`config.mk`:
```
export PLATFORM = sky130hd
export DESIGN_NAME = icache_top
export DESIGN_NICKNAME = d
export VERILOG_FILES = /design/src/design/icache_geom_pkg.sv /design/src/design/icache_ctrl_pkg.sv /design/src/design/icache_fetch_stage.sv /design/src/design/icache_tag_array.sv /design/src/design/icache_data_array.sv /design/src/design/icache_hit_select.sv /design/src/design/icache_miss_ctrl.sv /design/src/design/icache_top.sv
export SDC_FILE = /design/constraint.sdc
export NUM_CORES = 2
export LEC_CHECK = 0
export BUFFER_PORTS_ARGS = -buffer_cell sky130_fd_sc_hd__buf_2
export CAP_MARGIN = 15
export CELL_PAD_IN_SITES_DETAIL_PLACEMENT = 1
export CELL_PAD_IN_SITES_GLOBAL_PLACEMENT = 1
export CORE_MARGIN = 8
export CORE_UTILIZATION = 33
export CTS_BUF_LIST = sky130_fd_sc_hd__clkbuf_8
export CTS_CLUSTER_DIAMETER = 40
export DETAILED_ROUTE_END_ITERATION = 10
export GPL_ROUTABILITY_DRIVEN = 0
export MAX_ROUTING_LAYER = met4
export PLACE_DENSITY_LB_ADDON = 0.05
export SYNTH_ARGS = -nofsm -noshare
export SYNTH_HDL_FRONTEND = slang
export SYNTH_SLANG_ARGS = --single-unit
```
`constraint.sdc`:
```
create_clock -name clk_i -period 10.12 [get_ports clk_i]
set_input_delay 1.518 -clock clk_i [delete_from_list [all_inputs] [get_ports clk_i]]
set_output_delay 1.518 -clock clk_i [all_outputs]
set_load 0.05 [all_outputs]
```
`src/design/icache_geom_pkg.sv`:
```
//////////////////////////////////////////////////
// Instruction cache geometry
//////////////////////////////////////////////////
package icache_geom_pkg;

  // Sizes
  localparam int addr_width_c  = 16;
  localparam int sets_c        = 16;
  localparam int ways_c        = 2;
  localparam int word_width_c  = 32;
  localparam int block_width_c = 64;

  // Byte offset, word select, index and tag from low bits to high bits
  localparam int word_sel_bit_c = 2;
  localparam int index_lsb_c    = 3;
  localparam int index_width_c  = 4;
  localparam int tag_lsb_c      = index_lsb_c + index_width_c;
  localparam int tag_width_c    = addr_width_c - tag_lsb_c;

  typedef logic [addr_width_c-1:0]  addr_t;
  typedef logic [index_width_c-1:0] index_t;
  typedef logic [tag_width_c-1:0]   tag_t;
  typedef logic [word_width_c-1:0]  word_t;
  typedef logic [block_width_c-1:0] block_t;

  // Way number and per-way flags
  typedef logic                     way_t;
  typedef logic [ways_c-1:0]        way_mask_t;

endpackage

```
`src/design/icache_ctrl_pkg.sv`:
```
//////////////////////////////////////////////////
// Instruction cache control encodings
//////////////////////////////////////////////////
package icache_ctrl_pkg;

  // Operation carried by a fetch packet
  typedef enum logic
  {
    e_op_fetch = 1'b0,
    e_op_flush = 1'b1
  } fetch_op_e;

  // Miss handling
  typedef enum logic
  {
    e_ready = 1'b0,
    e_miss  = 1'b1
  } miss_state_e;

endpackage

```
`src/design/icache_fetch_stage.sv`:
```
`timescale 1ns/1ps
//////////////////////////////////////////////////
// Fetch decode stage
//////////////////////////////////////////////////
module icache_fetch_stage
  (input  logic                        clk_i
   , input  logic                      reset_i

   , input  logic                      fetch_v_i
   , input  icache_ctrl_pkg::fetch_op_e fetch_op_i
   , input  icache_geom_pkg::addr_t    fetch_vaddr_i
   , input  logic                      ready_i

   , output logic                      rd_v_o
   , output icache_geom_pkg::index_t   rd_index_o
   , output logic                      flush_o

   , output logic                      tl_v_o
   , output icache_geom_pkg::addr_t    tl_vaddr_o
   );

  import icache_geom_pkg::*;
  import icache_ctrl_pkg::*;

  logic accept;
  logic is_fetch;
  logic is_flush;

  assign accept   = fetch_v_i & ready_i;
  assign is_fetch = (fetch_op_i == e_op_fetch);
  assign is_flush = (fetch_op_i == e_op_flush);

  // Both arrays are read at the virtual index in the decode cycle
  assign rd_v_o     = accept & is_fetch;
  assign rd_index_o = fetch_vaddr_i[index_lsb_c +: index_width_c];

  // Flush clears valid bits at the end of this cycle
  assign flush_o = accept & is_flush;

  //////////////////////////////////////////////////
  // Tag lookup registers

  always_ff @(posedge clk_i)
  begin
    if (reset_i)
    begin
      tl_v_o <= 1'b0;
    end
    else
    begin
      tl_v_o <= rd_v_o;
    end
  end

  always_ff @(posedge clk_i)
  begin
    if (rd_v_o)
    begin
      tl_vaddr_o <= fetch_vaddr_i;
    end
  end

endmodule

```
`src/design/icache_tag_array.sv`:
```
`timescale 1ns/1ps
//////////////////////////////////////////////////
// Tag and valid storage
//////////////////////////////////////////////////
module icache_tag_array
  #(parameter int sets_p = icache_geom_pkg::sets_c)
  (input  logic                       clk_i
   , input  logic                     reset_i

   , input  logic                     rd_v_i
   , input  icache_geom_pkg::index_t  rd_index_i
   , input  logic                     flush_i

   , input  logic                     wr_v_i
   , input  icache_geom_pkg::index_t  wr_index_i
   , input  icache_geom_pkg::way_t    wr_way_i
   , input  icache_geom_pkg::tag_t    wr_tag_i

   , output icache_geom_pkg::tag_t [icache_geom_pkg::ways_c-1:0] tags_o
   , output icache_geom_pkg::way_mask_t valid_o
   );

  import icache_geom_pkg::*;

  tag_t      tag_mem [ways_c][sets_p];
  way_mask_t valid_r [sets_p];

  // Tag memory with synchronous read, output held between reads
  always_ff @(posedge clk_i)
  begin
    if (wr_v_i)
    begin
      tag_mem[wr_way_i][wr_index_i] <= wr_tag_i;
    end
    if (rd_v_i)
    begin
      for (int w = 0; w < ways_c; w++)
      begin
        tags_o[w] <= tag_mem[w][rd_index_i];
      end
      valid_o <= valid_r[rd_index_i];
    end
  end

  // Valid bits live in flops so a flush clears every set at once
  always_ff @(posedge clk_i)
  begin
    if (reset_i || flush_i)
    begin
      for (int s = 0; s < sets_p; s++)
      begin
        valid_r[s] <= '0;
      end
    end
    else if (wr_v_i)
    begin
      valid_r[wr_index_i][wr_way_i] <= 1'b1;
    end
  end

endmodule

```
`src/design/icache_data_array.sv`:
```
`timescale 1ns/1ps
//////////////////////////////////////////////////
// Cache block storage
//////////////////////////////////////////////////
module icache_data_array
  #(parameter int sets_p = icache_geom_pkg::sets_c)
  (input  logic                       clk_i

   , input  logic                     rd_v_i
   , input  icache_geom_pkg::index_t  rd_index_i

   , input  logic                     wr_v_i
   , input  icache_geom_pkg::index_t  wr_index_i
   , input  icache_geom_pkg::way_t    wr_way_i
   , input  icache_geom_pkg::block_t  wr_data_i

   , output icache_geom_pkg::block_t [icache_geom_pkg::ways_c-1:0] blocks_o
   );

  import icache_geom_pkg::*;

  block_t data_mem [ways_c][sets_p];

  // Both ways read together, last read value stays on the output
  always_ff @(posedge clk_i)
  begin
    if (wr_v_i)
    begin
      data_mem[wr_way_i][wr_index_i] <= wr_data_i;
    end
    if (rd_v_i)
    begin
      for (int w = 0; w < ways_c; w++)
      begin
        blocks_o[w] <= data_mem[w][rd_index_i];
      end
    end
  end

  // Fills only land while fetch acceptance is blocked
  assert property (@(posedge clk_i) !(rd_v_i && wr_v_i))
    else $error("data array read and write in the same cycle");

endmodule

```
`src/design/icache_hit_select.sv`:
```
`timescale 1ns/1ps
//////////////////////////////////////////////////
// Tag compare and hit data select
//////////////////////////////////////////////////
module icache_hit_select
  #(parameter int sets_p = icache_geom_pkg::sets_c)
  (input  logic                       clk_i
   , input  logic                     reset_i

   , input  logic                     tl_v_i
   , input  icache_geom_pkg::addr_t   tl_vaddr_i
   , input  icache_geom_pkg::tag_t    ptag_i
   , input  logic                     ptag_v_i

   , input  icache_geom_pkg::tag_t   [icache_geom_pkg::ways_c-1:0] tags_i
   , input  icache_geom_pkg::way_mask_t valid_i
   , input  icache_geom_pkg::block_t [icache_geom_pkg::ways_c-1:0] blocks_i

   , input  logic                     busy_i

   , output icache_geom_pkg::word_t   data_o
   , output logic                     data_v_o
   , output logic                     miss_v_o
   , output icache_geom_pkg::addr_t   miss_addr_o
   , output icache_geom_pkg::way_t    repl_way_o
   );

  import icache_geom_pkg::*;

  way_mask_t           hit_tl;
  logic                tv_we;
  logic                tv_v_r;
  way_mask_t           hit_tv_r;
  way_mask_t           valid_tv_r;
  addr_t               paddr_tv_r;
  block_t [ways_c-1:0] blocks_tv_r;
  logic                hit_tv;
  way_t                hit_way;
  block_t              hit_block;
  index_t              tv_index;
  logic [sets_p-1:0]   lru_r;

  //////////////////////////////////////////////////
  // Tag lookup

  always_comb
  begin
    for (int w = 0; w < ways_c; w++)
    begin
      hit_tl[w] = valid_i[w] && (tags_i[w] == ptag_i);
    end
  end

  // Without a translated tag the fetch is dropped
  assign tv_we = tl_v_i & ptag_v_i;

  always_ff @(posedge clk_i)
  begin
    if (reset_i)
    begin
      tv_v_r <= 1'b0;
    end
    else
    begin
      tv_v_r <= tv_we;
    end
  end

  always_ff @(posedge clk_i)
  begin
    if (tv_we)
    begin
      hit_tv_r    <= hit_tl;
      valid_tv_r  <= valid_i;
      paddr_tv_r  <= {ptag_i, tl_vaddr_i[tag_lsb_c-1:0]};
      blocks_tv_r <= blocks_i;
    end
  end

  //////////////////////////////////////////////////
  // Tag verify

  assign hit_tv    = |hit_tv_r;
  assign hit_way   = way_t'(hit_tv_r[1]);
  assign hit_block = blocks_tv_r[hit_way];
  assign tv_index  = paddr_tv_r[index_lsb_c +: index_width_c];
  assign data_o    = hit_block[paddr_tv_r[word_sel_bit_c]*word_width_c +: word_width_c];

  assign data_v_o = tv_v_r & hit_tv;
  // A miss behind an outstanding one is squashed
  assign miss_v_o = tv_v_r & ~hit_tv & ~busy_i;

  assign miss_addr_o = {paddr_tv_r[addr_width_c-1:index_lsb_c], {index_lsb_c{1'b0}}};

  // Invalid way first, lowest number wins, else the LRU way
  assign repl_way_o = !valid_tv_r[0] ? 1'b0
                    : !valid_tv_r[1] ? 1'b1
                    : way_t'(lru_r[tv_index]);

  // LRU bit names the way to replace next
  always_ff @(posedge clk_i)
  begin
    if (reset_i)
    begin
      lru_r <= '0;
    end
    else if (data_v_o)
    begin
      lru_r[tv_index] <= ~hit_way;
    end
  end

  // Fills never install a tag that is already present in the set
  assert property (@(posedge clk_i) disable iff (reset_i) tv_v_r |-> $onehot0(hit_tv_r))
    else $error("tag hit in more than one way");

endmodule

```
`src/design/icache_miss_ctrl.sv`:
```
`timescale 1ns/1ps
//////////////////////////////////////////////////
// Miss request and fill control
//////////////////////////////////////////////////
module icache_miss_ctrl
  (input  logic                       clk_i
   , input  logic                     reset_i

   , input  logic                     miss_v_i
   , input  icache_geom_pkg::addr_t   miss_addr_i
   , input  icache_geom_pkg::way_t    repl_way_i

   , output logic                     cache_req_v_o
   , output icache_geom_pkg::addr_t   cache_req_addr_o
   , output icache_geom_pkg::way_t    cache_req_way_o
   , input  logic                     cache_req_ready_i
   , input  logic                     fill_v_i
   , input  icache_geom_pkg::block_t  fill_data_i

   , output logic                     wr_v_o
   , output icache_geom_pkg::index_t  wr_index_o
   , output icache_geom_pkg::way_t    wr_way_o
   , output icache_geom_pkg::tag_t    wr_tag_o
   , output icache_geom_pkg::block_t  wr_data_o

   , output logic                     busy_o
   , output logic                     ready_o
   );

  import icache_geom_pkg::*;
  import icache_ctrl_pkg::*;

  miss_state_e state_r;
  miss_state_e state_n;
  logic        is_ready;
  logic        is_miss;
  logic        req_sent_r;
  addr_t       miss_addr_r;
  way_t        miss_way_r;

  assign is_ready = (state_r == e_ready);
  assign is_miss  = (state_r == e_miss);

  //////////////////////////////////////////////////
  // Miss FSM

  always_comb
  begin
    case (state_r)
      e_ready: state_n = miss_v_i ? e_miss : e_ready;
      e_miss:  state_n = fill_v_i ? e_ready : e_miss;
      default: state_n = e_ready;
    endcase
  end

  always_ff @(posedge clk_i)
  begin
    if (reset_i)
    begin
      state_r    <= e_ready;
      req_sent_r <= 1'b0;
    end
    else
    begin
      state_r <= state_n;
      if (wr_v_o)
      begin
        req_sent_r <= 1'b0;
      end
      else if (cache_req_v_o && cache_req_ready_i)
      begin
        req_sent_r <= 1'b1;
      end
    end
  end

  // Miss address and victim way stay put until the fill
  always_ff @(posedge clk_i)
  begin
    if (is_ready && miss_v_i)
    begin
      miss_addr_r <= miss_addr_i;
      miss_way_r  <= repl_way_i;
    end
  end

  // Request goes out in the miss cycle and holds until taken
  assign cache_req_v_o    = (is_ready & miss_v_i) | (is_miss & ~req_sent_r);
  assign cache_req_addr_o = is_ready ? miss_addr_i : miss_addr_r;
  assign cache_req_way_o  = is_ready ? repl_way_i : miss_way_r;

  // Single fill beat writes tag, valid and block
  assign wr_v_o     = is_miss & fill_v_i;
  assign wr_index_o = miss_addr_r[index_lsb_c +: index_width_c];
  assign wr_way_o   = miss_way_r;
  assign wr_tag_o   = miss_addr_r[tag_lsb_c +: tag_width_c];
  assign wr_data_o  = fill_data_i;

  assign busy_o  = is_miss;
  assign ready_o = is_ready & ~miss_v_i;

  // Memory only answers a request it has taken
  assert property (@(posedge clk_i) disable iff (reset_i) fill_v_i |-> is_miss && req_sent_r)
    else $error("fill without an outstanding request");

endmodule

```
`src/design/icache_top.sv`:
```
`timescale 1ns/1ps
//////////////////////////////////////////////////
// L1 instruction cache
//////////////////////////////////////////////////
module icache_top
  #(parameter int sets_p = icache_geom_pkg::sets_c)
  (input  logic                        clk_i
   , input  logic                      reset_i

   // Decode
   , input  logic                      fetch_v_i
   , input  icache_ctrl_pkg::fetch_op_e fetch_op_i
   , input  icache_geom_pkg::addr_t    fetch_vaddr_i
   , output logic                      ready_o

   // Tag lookup
   , input  icache_geom_pkg::tag_t     ptag_i
   , input  logic                      ptag_v_i

   // Tag verify
   , output icache_geom_pkg::word_t    data_o
   , output logic                      data_v_o
   , output logic                      miss_v_o

   // Memory side
   , output logic                      cache_req_v_o
   , output icache_geom_pkg::addr_t    cache_req_addr_o
   , output icache_geom_pkg::way_t     cache_req_way_o
   , input  logic                      cache_req_ready_i
   , input  logic                      fill_v_i
   , input  icache_geom_pkg::block_t   fill_data_i
   );

  import icache_geom_pkg::*;

  logic                rd_v;
  index_t              rd_index;
  logic                flush;
  logic                tl_v;
  addr_t               tl_vaddr;
  tag_t   [ways_c-1:0] tags;
  way_mask_t           valid;
  block_t [ways_c-1:0] blocks;
  logic                busy;
  addr_t               miss_addr;
  way_t                repl_way;
  logic                wr_v;
  index_t              wr_index;
  way_t                wr_way;
  tag_t                wr_tag;
  block_t              wr_data;

  icache_fetch_stage fetch_stage
    (.clk_i(clk_i), .reset_i(reset_i)
     , .fetch_v_i(fetch_v_i), .fetch_op_i(fetch_op_i), .fetch_vaddr_i(fetch_vaddr_i)
     , .ready_i(ready_o)
     , .rd_v_o(rd_v), .rd_index_o(rd_index), .flush_o(flush)
     , .tl_v_o(tl_v), .tl_vaddr_o(tl_vaddr)
     );

  icache_tag_array #(.sets_p(sets_p)) tag_array
    (.clk_i(clk_i), .reset_i(reset_i)
     , .rd_v_i(rd_v), .rd_index_i(rd_index), .flush_i(flush)
     , .wr_v_i(wr_v), .wr_index_i(wr_index), .wr_way_i(wr_way), .wr_tag_i(wr_tag)
     , .tags_o(tags), .valid_o(valid)
     );

  icache_data_array #(.sets_p(sets_p)) data_array
    (.clk_i(clk_i)
     , .rd_v_i(rd_v), .rd_index_i(rd_index)
     , .wr_v_i(wr_v), .wr_index_i(wr_index), .wr_way_i(wr_way), .wr_data_i(wr_data)
     , .blocks_o(blocks)
     );

  icache_hit_select #(.sets_p(sets_p)) hit_select
    (.clk_i(clk_i), .reset_i(reset_i)
     , .tl_v_i(tl_v), .tl_vaddr_i(tl_vaddr), .ptag_i(ptag_i), .ptag_v_i(ptag_v_i)
     , .tags_i(tags), .valid_i(valid), .blocks_i(blocks), .busy_i(busy)
     , .data_o(data_o), .data_v_o(data_v_o), .miss_v_o(miss_v_o)
     , .miss_addr_o(miss_addr), .repl_way_o(repl_way)
     );

  icache_miss_ctrl miss_ctrl
    (.clk_i(clk_i), .reset_i(reset_i)
     , .miss_v_i(miss_v_o), .miss_addr_i(miss_addr), .repl_way_i(repl_way)
     , .cache_req_v_o(cache_req_v_o), .cache_req_addr_o(cache_req_addr_o)
     , .cache_req_way_o(cache_req_way_o), .cache_req_ready_i(cache_req_ready_i)
     , .fill_v_i(fill_v_i), .fill_data_i(fill_data_i)
     , .wr_v_o(wr_v), .wr_index_o(wr_index), .wr_way_o(wr_way)
     , .wr_tag_o(wr_tag), .wr_data_o(wr_data)
     , .busy_o(busy), .ready_o(ready_o)
     );

endmodule

```
==> impl_metrics.toml <==
[clocking]
cts_tree = "built"
clk_pin_slew_ps = 60
quantity_of_gates_resized_following_cts = 0
cts.sinks = 2701
hold_buffers = 0
htreeDepth = 6
cts-buffers-inserted = 527
clk_latency_ps = 1140
cts.root.buffer_cell = "clkbuf_8"
clock_path_buffers = 4
post-cts-setup-buffer-count = 0

[logic_synthesis]
library_cells_used_by_synthesis = 35
synth_enable_flop_cells = 2649
yosys.area.top_type = "edfxtp_1"
synthFlopType = "edfxtp_1"
synth.top_cell.area_share_pct = 78.8
synth_warnings = 0
async_reset_ff_share_pct = 0
synthCells = 4114
synth_area_um2 = 101000
synthesis.area_per_instance_um2 = 24.5
ys_seq_area_share_pct = 79.8
synth_top_cells_by_area = "edfxtp_1, mux4_2, dfxtp_1"
ys_ff_latch = 2701

[power_and_ir_drop]
powerDensity_nw_per_um2 = 202
power.sequential.fraction_pct = 52.2
clkPwrFrac_pct = 44.3
power.total_mw = 23.7
switching_share_pct = 22.4
power.combinational.fraction_pct = 3.4
cellInternalPower_mw = 18.4
worst_ir_drop_vdd_uv = 110
power.switching_mw = 5.29
power.static_leakage_nw = 36.8

[critical_path]
critPathMostFrequentCell = "buf_4"
worst-endpoint-arrival_ps = 4300
crit_required_ps = 8600
crit_path_start_kind = "register"
cp_max_fo = 21
timing.critical_path.cells = "buf_4, buf_4, mux4_2, buf_2"
timing.critical_path.to_type = "output port"
critPathSlowestCell = "edfxtp_1"
critical_path.n_buffers_inverters = 3
cpLargestDelayFamily = "buffers and inverters"
cpPeakStageDelay_ps = 840
setup.worst_path.class = "register to output port"

[timing]
final.hold.worst_slack_ps = 393
timing.final.crit_period_ps = 5820
period_utilisation_layout_pct = 57.5
maxSlewHeadroom_pct = 19.5
timing.final.ws_setup_ps = 4300
max_slew.worst_pin.slew_ps = 1210
hold_viol = 0
finalSetupViolCount = 0
finalSetupTns_ps = 0
unrepaired_setup_endpoints_after_global_routing = "false"
slew_violations = 0
clock.fmax_mhz = 172
fin_skew_ps = 52.4

[status]
run_status = "completed"

[finish]
drive_gt1_share_pct = 33.1
area_delta_synth_final_pct = 16.0
commonest_cells_after_routing_fill_and_taps_aside = "edfxtp_1, mux4_2, clkbuf_8"
finalNetCount = 4767
layout.cells.most_common = "edfxtp_1"
area_of_combinational_cells_with_multiple_inputs_um2 = 19500
sequential_cell_area_um2 = 80600
post-route-util_pct = 38.4
fill_cell_instance_count_of_the_final_layout = 28600
design_area_um2 = 117000
stdcell_count = 9180

[routing]
post_dr_wirelength_cell_um = 32.0
met1_routed_length_um = 125000
vias_per_cell = 5.01
vias = 46000
routed-wl-met3_um = 11900
antenna_left = 0
dr.pass1.iters = 5
drc_errors = 0
met2_wirelength_um = 150000
drt_wl_total_um = 294000
topRoutingLayerUsed = "met4"
drt-initial-drc-count = 2918

[global_routing]
global_route.usage.total_pct = 18.4
maximum_number_of_pins_on_one_net_before_global_route_repair = 103
first_global_vias = 50700
first_pass_grt_wire_length_um = 408000
sum_of_overflow_across_all_layers_after_global_routing = 0
grt_antenna_before_repair = 41

[placed_design]
pre_cts_setup_slack_ps = 5000
hpwlAfterDp_um = 146000
place_area_um2 = 107000
i_o_buffers = 134
dpl.cell_count = 8240

[die]
fp-row-count = 203
die_w_um = 569
floorplan.initialDensity_pct = 33.1
die_height_um = 569
coreArea_um2 = 305000
pin_count = 149
die_area_um2 = 324000

[worst_hold_path]
hold_path_class = "register to register"

[run]
max-cap-violations = 0
-- layer usage --
| layer | track usage [%] | vias up |
|---|---|---|
| met3 | 3.31 | 492 |
| li1 | - | 19000 |
| met5 | - | - |
| met2 | 31.1 | 1040 |
| met1 | 23.1 | 25500 |
| met4 | 4.51 | 0 |
-- state kept, by name, summed over array words and instances (netlist names), 2 cells and up --
register	count
data_array.data_mem	2048
tag_array.tag_mem	288
data_array.blocks_o	128
hit_select.blocks_tv_r	128
tag_array.valid_r	32
tag_array.tags_o	18
hit_select.lru_r	16
hit_select.paddr_tv_r	14
miss_ctrl.miss_addr_r	13
fetch_stage.tl_vaddr_o	5
hit_select.hit_tv_r	2
hit_select.valid_tv_r	2
tag_array.valid_o	2
-- synthesized netlist by cell type (all sizes together), types with 2 or more instances --
cell / n
a211oi: 81
a21oi: 91
a311oi: 12
and2: 2
buf: 121
clkbuf: 96
dfxtp: 52
edfxtp: 2649
inv: 2
mux2: 14
mux2i: 78
mux4: 699
nand2: 8
nand2b: 3
nand3b: 4
nand4: 5
nand4b: 2
nor2: 43
nor2b: 80
nor3: 5
nor3b: 5
o21a: 32
o21ai: 2
or3: 2
or3b: 3
xnor2: 18
-- cells by family (layout without fill, tap and decap cells) --
kind of cell    after synthesis  count (layout)  share of synthesized area (%)
compound gates              221             221                           1.43
xor+xnor                     18              18                          0.156
buf+inv                     219            1169                           1.12
flops                      2701            2701                           79.8
mux                         791             791                           16.5
other cells                   1              17                        0.00372
simple gates                163             163                          0.910
-- power by group through the flow --
stage               clock (mW)  sequential [mW]  combinational, mW
finish                    10.5             12.4              0.816
global route              11.3             12.3              0.889
CTS                       10.9             12.4              0.849
detailed placement           0             12.6              0.847
global placement             0             12.6              0.839
floorplan                    0             12.6              0.522
-- cell type report --
| cell class | count | share of cell area [%] |
|---|---|---|
| Clock buffer | 538 | 6.32 |
| Timing Repair Buffer | 243 | 1.58 |
| Inverter | 2 | 0.00641 |
| Tap cell | 4100 | 4.38 |
| Sequential cell | 2701 | 68.8 |
| Multi-Input combinational cell | 1196 | 16.6 |
| Clock inverter | 386 | 2.23 |
| Antenna cell | 14 | 0.0299 |
-- path summary, 6_finish.rpt --
path	startpoint	to	slack (ps)	depth (start not counted)
max reg2reg	miss_ctrl.busy_o	data_array.data_mem[0][355]	5510	3
min	data_array.blocks_o[127]	hit_select.blocks_tv_r[127]	390	0
max	hit_select.hit_tv_r[1]	data_o[10]	4300	4
min reg2reg	data_array.blocks_o[127]	hit_select.blocks_tv_r[127]	390	0
(Power assumes the default switching activity.)
